## config.mk

```make
export PLATFORM = sky130hd
export DESIGN_NAME = decode_const_stage
export DESIGN_NICKNAME = d
export VERILOG_FILES = /design/src/design/const_line_pkg.sv /design/src/design/const_isa_pkg.sv /design/src/design/decode_const_stage.sv /design/src/design/decode_const.sv /design/src/design/fp_widen_s2d.sv /design/src/design/const_slot_extract.sv
export SDC_FILE = /design/constraint.sdc
export NUM_CORES = 2
export LEC_CHECK = 0
export ABC_CLOCK_PERIOD_IN_PS = 7000
export BUFFER_PORTS_ARGS = -buffer_cell sky130_fd_sc_hd__buf_2
export CAP_MARGIN = 5
export CORE_MARGIN = 2
export CORE_UTILIZATION = 55
export DETAILED_ROUTE_END_ITERATION = 6
export PLACE_DENSITY = 0.77
export REMOVE_ABC_BUFFERS = 1
export SLEW_MARGIN = 20
export SYNTH_ARGS = -nofsm -noshare
export SYNTH_HDL_FRONTEND = slang
export SYNTH_SLANG_ARGS = --single-unit
```

## constraint.sdc

```tcl
create_clock -name clk -period 7 [get_ports clk]
set_clock_uncertainty 0.05 [all_clocks]
set_input_delay 1.4 -clock clk [delete_from_list [all_inputs] [get_ports clk]]
set_output_delay 1.4 -clock clk [all_outputs]
set_load 0.05 [all_outputs]
```

## src/design/const_line_pkg.sv

```systemverilog
// ========================================
// Cache-line geometry and immediate format
// A line holds 16 constant slots of 32 bits
// ========================================

package const_line_pkg;

	// Slot geometry of the instruction cache line
	localparam int slot_bits  = 32;
	localparam int slot_count = 16;
	localparam int line_bits  = slot_bits * slot_count;

	// Every immediate leaves the decoder at full register width
	localparam int imm_bits = 64;

	// IEEE single and double precision fields used by the widening path
	localparam int sp_bias      = 127;
	localparam int dp_bias      = 1023;
	localparam int sp_frac_bits = 23;
	localparam int dp_frac_bits = 52;

	typedef logic [line_bits-1:0]          line_t;
	typedef logic [imm_bits-1:0]           imm_t;
	typedef logic [$clog2(slot_count)-1:0] slot_t;

	// Size of a constant held in the line; 64 bits spans two slots
	typedef enum logic [1:0] {sz8 = 2'd0, sz16 = 2'd1, sz32 = 2'd2, sz64 = 2'd3} size_code_t;

endpackage
```

## src/design/const_isa_pkg.sv

```systemverilog
// ========================================
// Instruction format and operand field access
// Opcodes outside the list decode with no immediates
// ========================================

package const_isa_pkg;

	import const_line_pkg::*;

	// Each operand field is a 4-bit slot under a 2-bit size code
	localparam int opnd_bits = 6;

	typedef logic [31:0] instr_t;

	typedef enum logic [6:0] {
		op_add   = 7'h01,
		op_sub   = 7'h02,
		op_and   = 7'h03,
		op_or    = 7'h04,
		op_xor   = 7'h05,
		op_shl   = 7'h06,
		op_fadd  = 7'h10,
		op_fmul  = 7'h11,
		op_br    = 7'h20,
		op_load  = 7'h30,
		op_store = 7'h31,
		op_fence = 7'h40
	} opcode_t;

	// Selects one of the three operand fields
	typedef enum logic [1:0] {opnd_a = 2'd0, opnd_b = 2'd1, opnd_c = 2'd2} opnd_t;

	function automatic opcode_t fn_opcode(instr_t ins);
		return opcode_t'(ins[6:0]);
	endfunction

	// Integer ops take all three operands straight from the line
	function automatic logic fn_is_alu(instr_t ins);
		opcode_t op;
		op = fn_opcode(ins);
		return op inside {op_add, op_sub, op_and, op_or, op_xor, op_shl};
	endfunction

	function automatic logic fn_is_fp(instr_t ins);
		opcode_t op;
		op = fn_opcode(ins);
		return op inside {op_fadd, op_fmul};
	endfunction

	// Operand a sits highest, c lowest, just under the flag bits
	function automatic logic [opnd_bits-1:0] fn_opnd_field(instr_t ins, opnd_t which);
		case (which)
			opnd_a:  return ins[28:23];
			opnd_b:  return ins[22:17];
			default: return ins[16:11];
		endcase
	endfunction

	function automatic slot_t fn_opnd_slot(instr_t ins, opnd_t which);
		logic [opnd_bits-1:0] field;
		field = fn_opnd_field(ins, which);
		return field[3:0];
	endfunction

	function automatic size_code_t fn_opnd_size(instr_t ins, opnd_t which);
		logic [opnd_bits-1:0] field;
		field = fn_opnd_field(ins, which);
		return size_code_t'(field[5:4]);
	endfunction

	// Flag bit 31 belongs to operand a, bit 30 to b and bit 29 to c
	function automatic logic fn_opnd_is_const(instr_t ins, opnd_t which);
		case (which)
			opnd_a:  return ins[31];
			opnd_b:  return ins[30];
			default: return ins[29];
		endcase
	endfunction

endpackage

```

## src/design/decode_const_stage.sv

```systemverilog
// ========================================
// Registered decode stage, two-cycle latency
// Flags are valid only while out_valid is high
// ========================================

module decode_const_stage (
	input  logic                  clk,
	input  logic                  arst_n,
	input  logic                  in_valid,
	input  const_isa_pkg::instr_t ins,
	input  const_line_pkg::line_t line,
	output logic                  out_valid,
	output const_line_pkg::imm_t  imm_a,
	output const_line_pkg::imm_t  imm_b,
	output const_line_pkg::imm_t  imm_c,
	output logic                  has_imm_a,
	output logic                  has_imm_b,
	output logic                  has_imm_c
);

	import const_line_pkg::*;
	import const_isa_pkg::*;

	// Input register
	logic   valid_q;
	instr_t ins_q;
	line_t  line_q;

	// Decoder results ahead of the output register
	imm_t dec_imm_a;
	imm_t dec_imm_b;
	imm_t dec_imm_c;
	logic dec_has_a;
	logic dec_has_b;
	logic dec_has_c;

	always_ff @(posedge clk or negedge arst_n)
	begin
		if (!arst_n)
			valid_q <= 1'b0;
		else
			valid_q <= in_valid;
	end

	// Payload loads only with a valid instruction so idle cycles hold it
	always_ff @(posedge clk)
	begin
		if (in_valid)
		begin
			ins_q  <= ins;
			line_q <= line;
		end
	end

	decode_const decode_const_inst (
		.ins       (ins_q),
		.line      (line_q),
		.imm_a     (dec_imm_a),
		.imm_b     (dec_imm_b),
		.imm_c     (dec_imm_c),
		.has_imm_a (dec_has_a),
		.has_imm_b (dec_has_b),
		.has_imm_c (dec_has_c)
	);

	// Flags drop on idle cycles while the immediates hold their last value
	always_ff @(posedge clk or negedge arst_n)
	begin
		if (!arst_n)
		begin
			out_valid <= 1'b0;
			imm_a     <= '0;
			imm_b     <= '0;
			imm_c     <= '0;
			has_imm_a <= 1'b0;
			has_imm_b <= 1'b0;
			has_imm_c <= 1'b0;
		end
		else
		begin
			out_valid <= valid_q;
			has_imm_a <= valid_q & dec_has_a;
			has_imm_b <= valid_q & dec_has_b;
			has_imm_c <= valid_q & dec_has_c;
			if (valid_q)
			begin
				imm_a <= dec_imm_a;
				imm_b <= dec_imm_b;
				imm_c <= dec_imm_c;
			end
		end
	end

endmodule

```

## src/design/decode_const.sv

```systemverilog
// ========================================
// Combinational immediate decoder
// Unknown opcodes return zero with all flags low
// ========================================

module decode_const (
	input  const_isa_pkg::instr_t ins,
	input  const_line_pkg::line_t line,
	output const_line_pkg::imm_t  imm_a,
	output const_line_pkg::imm_t  imm_b,
	output const_line_pkg::imm_t  imm_c,
	output logic                  has_imm_a,
	output logic                  has_imm_b,
	output logic                  has_imm_c
);

	import const_line_pkg::*;
	import const_isa_pkg::*;

	// Per operand, index 0 is a, 1 is b and 2 is c
	slot_t      slot [3];
	size_code_t size [3];
	imm_t       cnst [3];
	imm_t       wide [3];
	imm_t       pick [3];
	logic       flag [3];

	// ========================================
	// Operand extraction
	// ========================================

	for (genvar i = 0; i < 3; i++)
	begin : g_opnd
		assign slot[i] = fn_opnd_slot(ins, opnd_t'(i));
		assign size[i] = fn_opnd_size(ins, opnd_t'(i));
		assign flag[i] = fn_opnd_is_const(ins, opnd_t'(i));

		const_slot_extract const_slot_extract_inst (
			.line  (line),
			.slot  (slot[i]),
			.size  (size[i]),
			.value (cnst[i])
		);

		// The slot word is the low half of the extracted value
		fp_widen_s2d fp_widen_s2d_inst (
			.single (cnst[i][31:0]),
			.double (wide[i])
		);

		// FP ops read a 32-bit constant as single precision
		assign pick[i] = (fn_is_fp(ins) && size[i] == sz32) ? wide[i] : cnst[i];
	end

	// ========================================
	// Selection by opcode class
	// ========================================

	always_comb
	begin
		imm_a     = '0;
		imm_b     = '0;
		imm_c     = '0;
		has_imm_a = 1'b0;
		has_imm_b = 1'b0;
		has_imm_c = 1'b0;
		if (fn_is_alu(ins) || fn_is_fp(ins))
		begin
			// Each immediate is passed even when its flag is clear
			imm_a     = pick[0];
			imm_b     = pick[1];
			imm_c     = pick[2];
			has_imm_a = flag[0];
			has_imm_b = flag[1];
			has_imm_c = flag[2];
		end
		else
		begin
			case (fn_opcode(ins))
				op_br:
				begin
					// Word displacement of 18 bits unless a line constant is flagged
					imm_b     = flag[1] ? cnst[0] : {{44{ins[28]}}, ins[28:11], 2'b00};
					has_imm_b = 1'b1;
				end
				op_load:
				begin
					imm_b     = flag[1] ? cnst[0] : {{52{ins[28]}}, ins[28:17]};
					has_imm_b = 1'b1;
				end
				op_store:
				begin
					imm_b     = flag[1] ? cnst[0] : {{52{ins[28]}}, ins[28:17]};
					has_imm_b = 1'b1;
					// Store data may itself be a line constant
					imm_c     = cnst[1];
					has_imm_c = flag[2];
				end
				op_fence:
				begin
					// The 16-bit fence mask is carried as an unsigned immediate
					imm_b     = {48'd0, ins[22:7]};
					has_imm_b = 1'b1;
				end
				default:
				begin
					imm_b = '0;
				end
			endcase
		end
	end

endmodule

```

## src/design/fp_widen_s2d.sv

```systemverilog
// ========================================
// Single to double precision widening
// Denormals flush to a zero of the same sign
// ========================================

module fp_widen_s2d (
	input  logic [31:0]          single,
	output const_line_pkg::imm_t double
);

	import const_line_pkg::*;

	// Fields of the single-precision input
	logic                    sign;
	logic [7:0]              exp_s;
	logic [sp_frac_bits-1:0] frac_s;

	// Exponent moved from the single bias to the double bias
	logic [10:0]             exp_d;

	// Fraction placed at the top of the double fraction field
	logic [dp_frac_bits-1:0] frac_d;

	assign sign   = single[31];
	assign exp_s  = single[30:23];
	assign frac_s = single[sp_frac_bits-1:0];

	// A normal single exponent never overflows 11 bits after rebias
	assign exp_d  = 11'(exp_s) + 11'(dp_bias - sp_bias);

	// The low 29 fraction bits are always zero in a widened value
	assign frac_d = {frac_s, {(dp_frac_bits - sp_frac_bits){1'b0}}};

	always_comb
	begin
		if (exp_s == 8'h00)
		begin
			// Zero and denormal inputs keep only their sign
			double = {sign, {(imm_bits-1){1'b0}}};
		end
		else if (exp_s == 8'hff)
		begin
			// Infinity stays infinity and a NaN keeps its payload bits
			double = {sign, 11'h7ff, frac_d};
		end
		else
		begin
			double = {sign, exp_d, frac_d};
		end
	end

endmodule

```

## src/design/const_slot_extract.sv

```systemverilog
// ========================================
// Pulls one sign-extended constant out of a line
// A 64-bit constant in slot 15 reads zero above bit 31
// ========================================

module const_slot_extract (
	input  const_line_pkg::line_t      line,
	input  const_line_pkg::slot_t      slot,
	input  const_line_pkg::size_code_t size,
	output const_line_pkg::imm_t       value
);

	import const_line_pkg::*;

	// Line moved down so the wanted slot starts at bit 0
	line_t shifted;

	// The logical shift brings in zeros from the top of the line, which
	// is what a 64-bit constant starting in the last slot needs
	always_comb
	begin
		shifted = line >> (slot * slot_bits);
	end

	// Keep the low bits named by the size code and copy the sign upward
	always_comb
	begin
		case (size)
			sz8:
			begin
				value = {{(imm_bits-8){shifted[7]}}, shifted[7:0]};
			end
			sz16:
			begin
				value = {{(imm_bits-16){shifted[15]}}, shifted[15:0]};
			end
			sz32:
			begin
				value = {{(imm_bits-32){shifted[31]}}, shifted[31:0]};
			end
			default:
			begin
				// Slot k is the low word, slot k+1 the high word
				value = shifted[imm_bits-1:0];
			end
		endcase
	end

endmodule

```

==> out/results.tsv <==
metric	value	unit
wl_per_cell	37.69	um
slew_headroom	14.57	%
critPathKind	reg2reg	
grt_pass1_wl	283.7	mm
finalWorstSetupSlack	2.139	ns
netSwitchingFraction	32.38	%
synthTopCellsByCount	mux4_2, edfxtp_1, mux2i_1	
synth_simple_gate_area_share	5.031	%
drt_pre_antenna_iters	7	
sequentialPowerShare	40.3	%
hold_violations	0	
tns	0	ns
p_switching	4.521	mW
r2r_slack	2.14	ns
crit_start	ins_q[17]	
synth_adder_area_share	0	%
r2r-start	ins_q[17]	
drtIter0Drc	7752	
cts_tree	built	
antenna_found_initial	21	
synth_top_family_by_area	multiplexers	
portBuffers	742	
timing.final.crit_share	69.44	%
dp_hpwl	138.3	mm
drcViolationCount	2	
dp_worst_setup_slack	2.385	ns
drive_gt1_share	42.43	%
fmax	0.2057	GHz
clock_path_buffers	3	
synthFlopType	edfxtp_1	
dieArea	92990	sq um
hold_path_class	reg2reg	
arrival	5.33	ns
startpoint_type	flop	
areaGrowthSynthToFinish	14.79	%
post-route-util	63.62	%
synth.area.top_cells	edfxtp_1, mux4_2, dfrtp_1	
whs_path_depth	1	
synth_cell_types	76	
yosys_warnings	0	
synthMuxAreaShare	37.78	%
grt_overflow	0	
floorplan.initialDensity	55.43	%
internal_power	9.443	mW
cts_buffers	82	
worstSetupEndpoint	imm_c[52]	
synth_area_leader_cell	edfxtp_1	
fp-row-count	110	
crit_required	7.47	ns
yosys.area.top_type_share	32.79	%
wl	197.6	mm
vias_per_cell	7.866	
r2r_end	imm_c[52]	
cap_violations	0	
violations	DRC	
worstSkewPairLatency	0.70	ns
grt_pass1_vias	39930	
detail-route-antenna-nets	0	
fp.dieW	305.0	um
post-route-min-period	4.861	ns
cts_setup_buffers	0	
rsz0062_at_grt	false	
place.gp.congestion	0.9889	
setup.worst_path.end_class	flop	
cts.sinks	741	
grt_max_degree	178	
via_count	41240	
setup_viol_count_final	0	
synth_area	49810	sq um
yosys_register_bits	741	
irDropWorstVdd	221.4	uV
status	complete, but fails checks	
yosysMostFrequentCell	mux4_2	
htree_levels	3	
core_area	89870	sq um
synthArstFlopShare	26.59	%
seq_area_frac_synth	42.69	%
grtUsageTotal	42.23	%
worst_pin_slew	1.281	ns
synth_xor_area_share	0	%
cts.clk_slew.worst_paths	0.07	ns
ioPinCount	743	
die_h	305.0	um
synthCells	3444	
cts-root-buf	clkbuf_16	
powerDensity	244.2	nW/um^2
pwr-share-clk	33.1	%
synth_edf_count	544	
r2r_cells	8	
cts.repair.resized	0	
timing.hold.ws	0.4242	ns
p_leak	21.88	nW
combPwrFrac	26.6	%
crit_path_max_fanout	73	
fin_nets	4536	
postSynthAreaPerCell	14.46	sq um
hold_buffers	0	
synth_compound_area_share	10.91	%
p_total	13.96	mW
maxSlewViolCount	0	
[layer usage]
metal,track usage [%],part of all wire [%]
met2,62.18,44
met1,52.36,32
met3,16.48,16
met4,27.01,8.6
met5,0,0.14
[cells by family after synthesis]
logic type / after synthesis
compound gates: 760
mux: 1003
flops: 741
buf+inv: 387
simple gates: 553
[cell type report]
cell class                      instances  area (sq um)
Fill cell                            6638         32690
Sequential cell                       741         21270
Timing Repair Buffer                  820          4489
Tap cell                             1176          1471
Multi-Input combinational cell       2316         26970
Antenna cell                           11         27.53
Clock inverter                         54         643.1
Inverter                               28         111.4
Clock buffer                           97          2202
[through the flow]
step | instances | cell area [sq um]
3_5_place_dp | 5080 | 54260
3_3_place_gp | 5080 | 54260
5_1_grt | 5233 | 57150
6_report | 5243 | 57180
2_1_floorplan | 3085 | 48130
4_1_cts | 5231 | 57110
[state kept, by name, indices dropped and copies added, names as in the netlist]
register   flops
line_q       512
imm_a         64
imm_b         64
imm_c         64
ins_q         32
has_imm_a      1
has_imm_b      1
has_imm_c      1
out_valid      1
valid_q        1
[power groups by stage]
stage	registers, mW	logic, mW	clock network, mW
2_1_floorplan	5.96	2.35	0
3_3_place_gp	5.66	3.54	0
3_5_place_dp	5.67	3.59	0
4_1_cts	5.59	3.61	4.64
5_1_grt	5.64	3.83	4.81
6_report	5.62	3.72	4.62
[cells in the final DEF (no fill, tap or decap), types with 64 or more instances in the layout]
cell type / Yosys / final
mux4_2: 699 / 699
o2bb2ai_1: 64 / 64
edfxtp_1: 544 / 544
a21oi_1: 114 / 114
buf_2: 112 / 740
nand2_1: 227 / 223
mux2i_1: 275 / 275
nor2_1: 150 / 148
o21ai_0: 108 / 108
clkbuf_16: 0 / 85
a22oi_1: 84 / 84
dfrtp_1: 197 / 196
[how the worst min path moves through the flow]
stage              start        end  slack [ns]
6_report       imm_c[12]  imm_c[12]        0.42
5_1_grt        imm_c[11]  imm_c[11]        0.45
4_1_cts        imm_c[12]  imm_c[12]        0.43
3_5_place_dp   imm_c[12]  imm_c[12]        0.41
3_3_place_gp   imm_c[10]  imm_c[10]        0.41
2_1_floorplan  ins_q[31]  has_imm_a        0.41
[worst max-delay path, stage by stage, from the launching register on]
cell and delay (ns):
edfxtp_1 0.36, buf_4 0.73, nor2b_4 1.12, a311oi_1 0.23, nand3_1 0.22, or4_2 0.64, nand3_1 0.65, a21oi_1 0.41
o221ai_1 0.19
No activity file was read; power rests on OpenSTA's default activity.
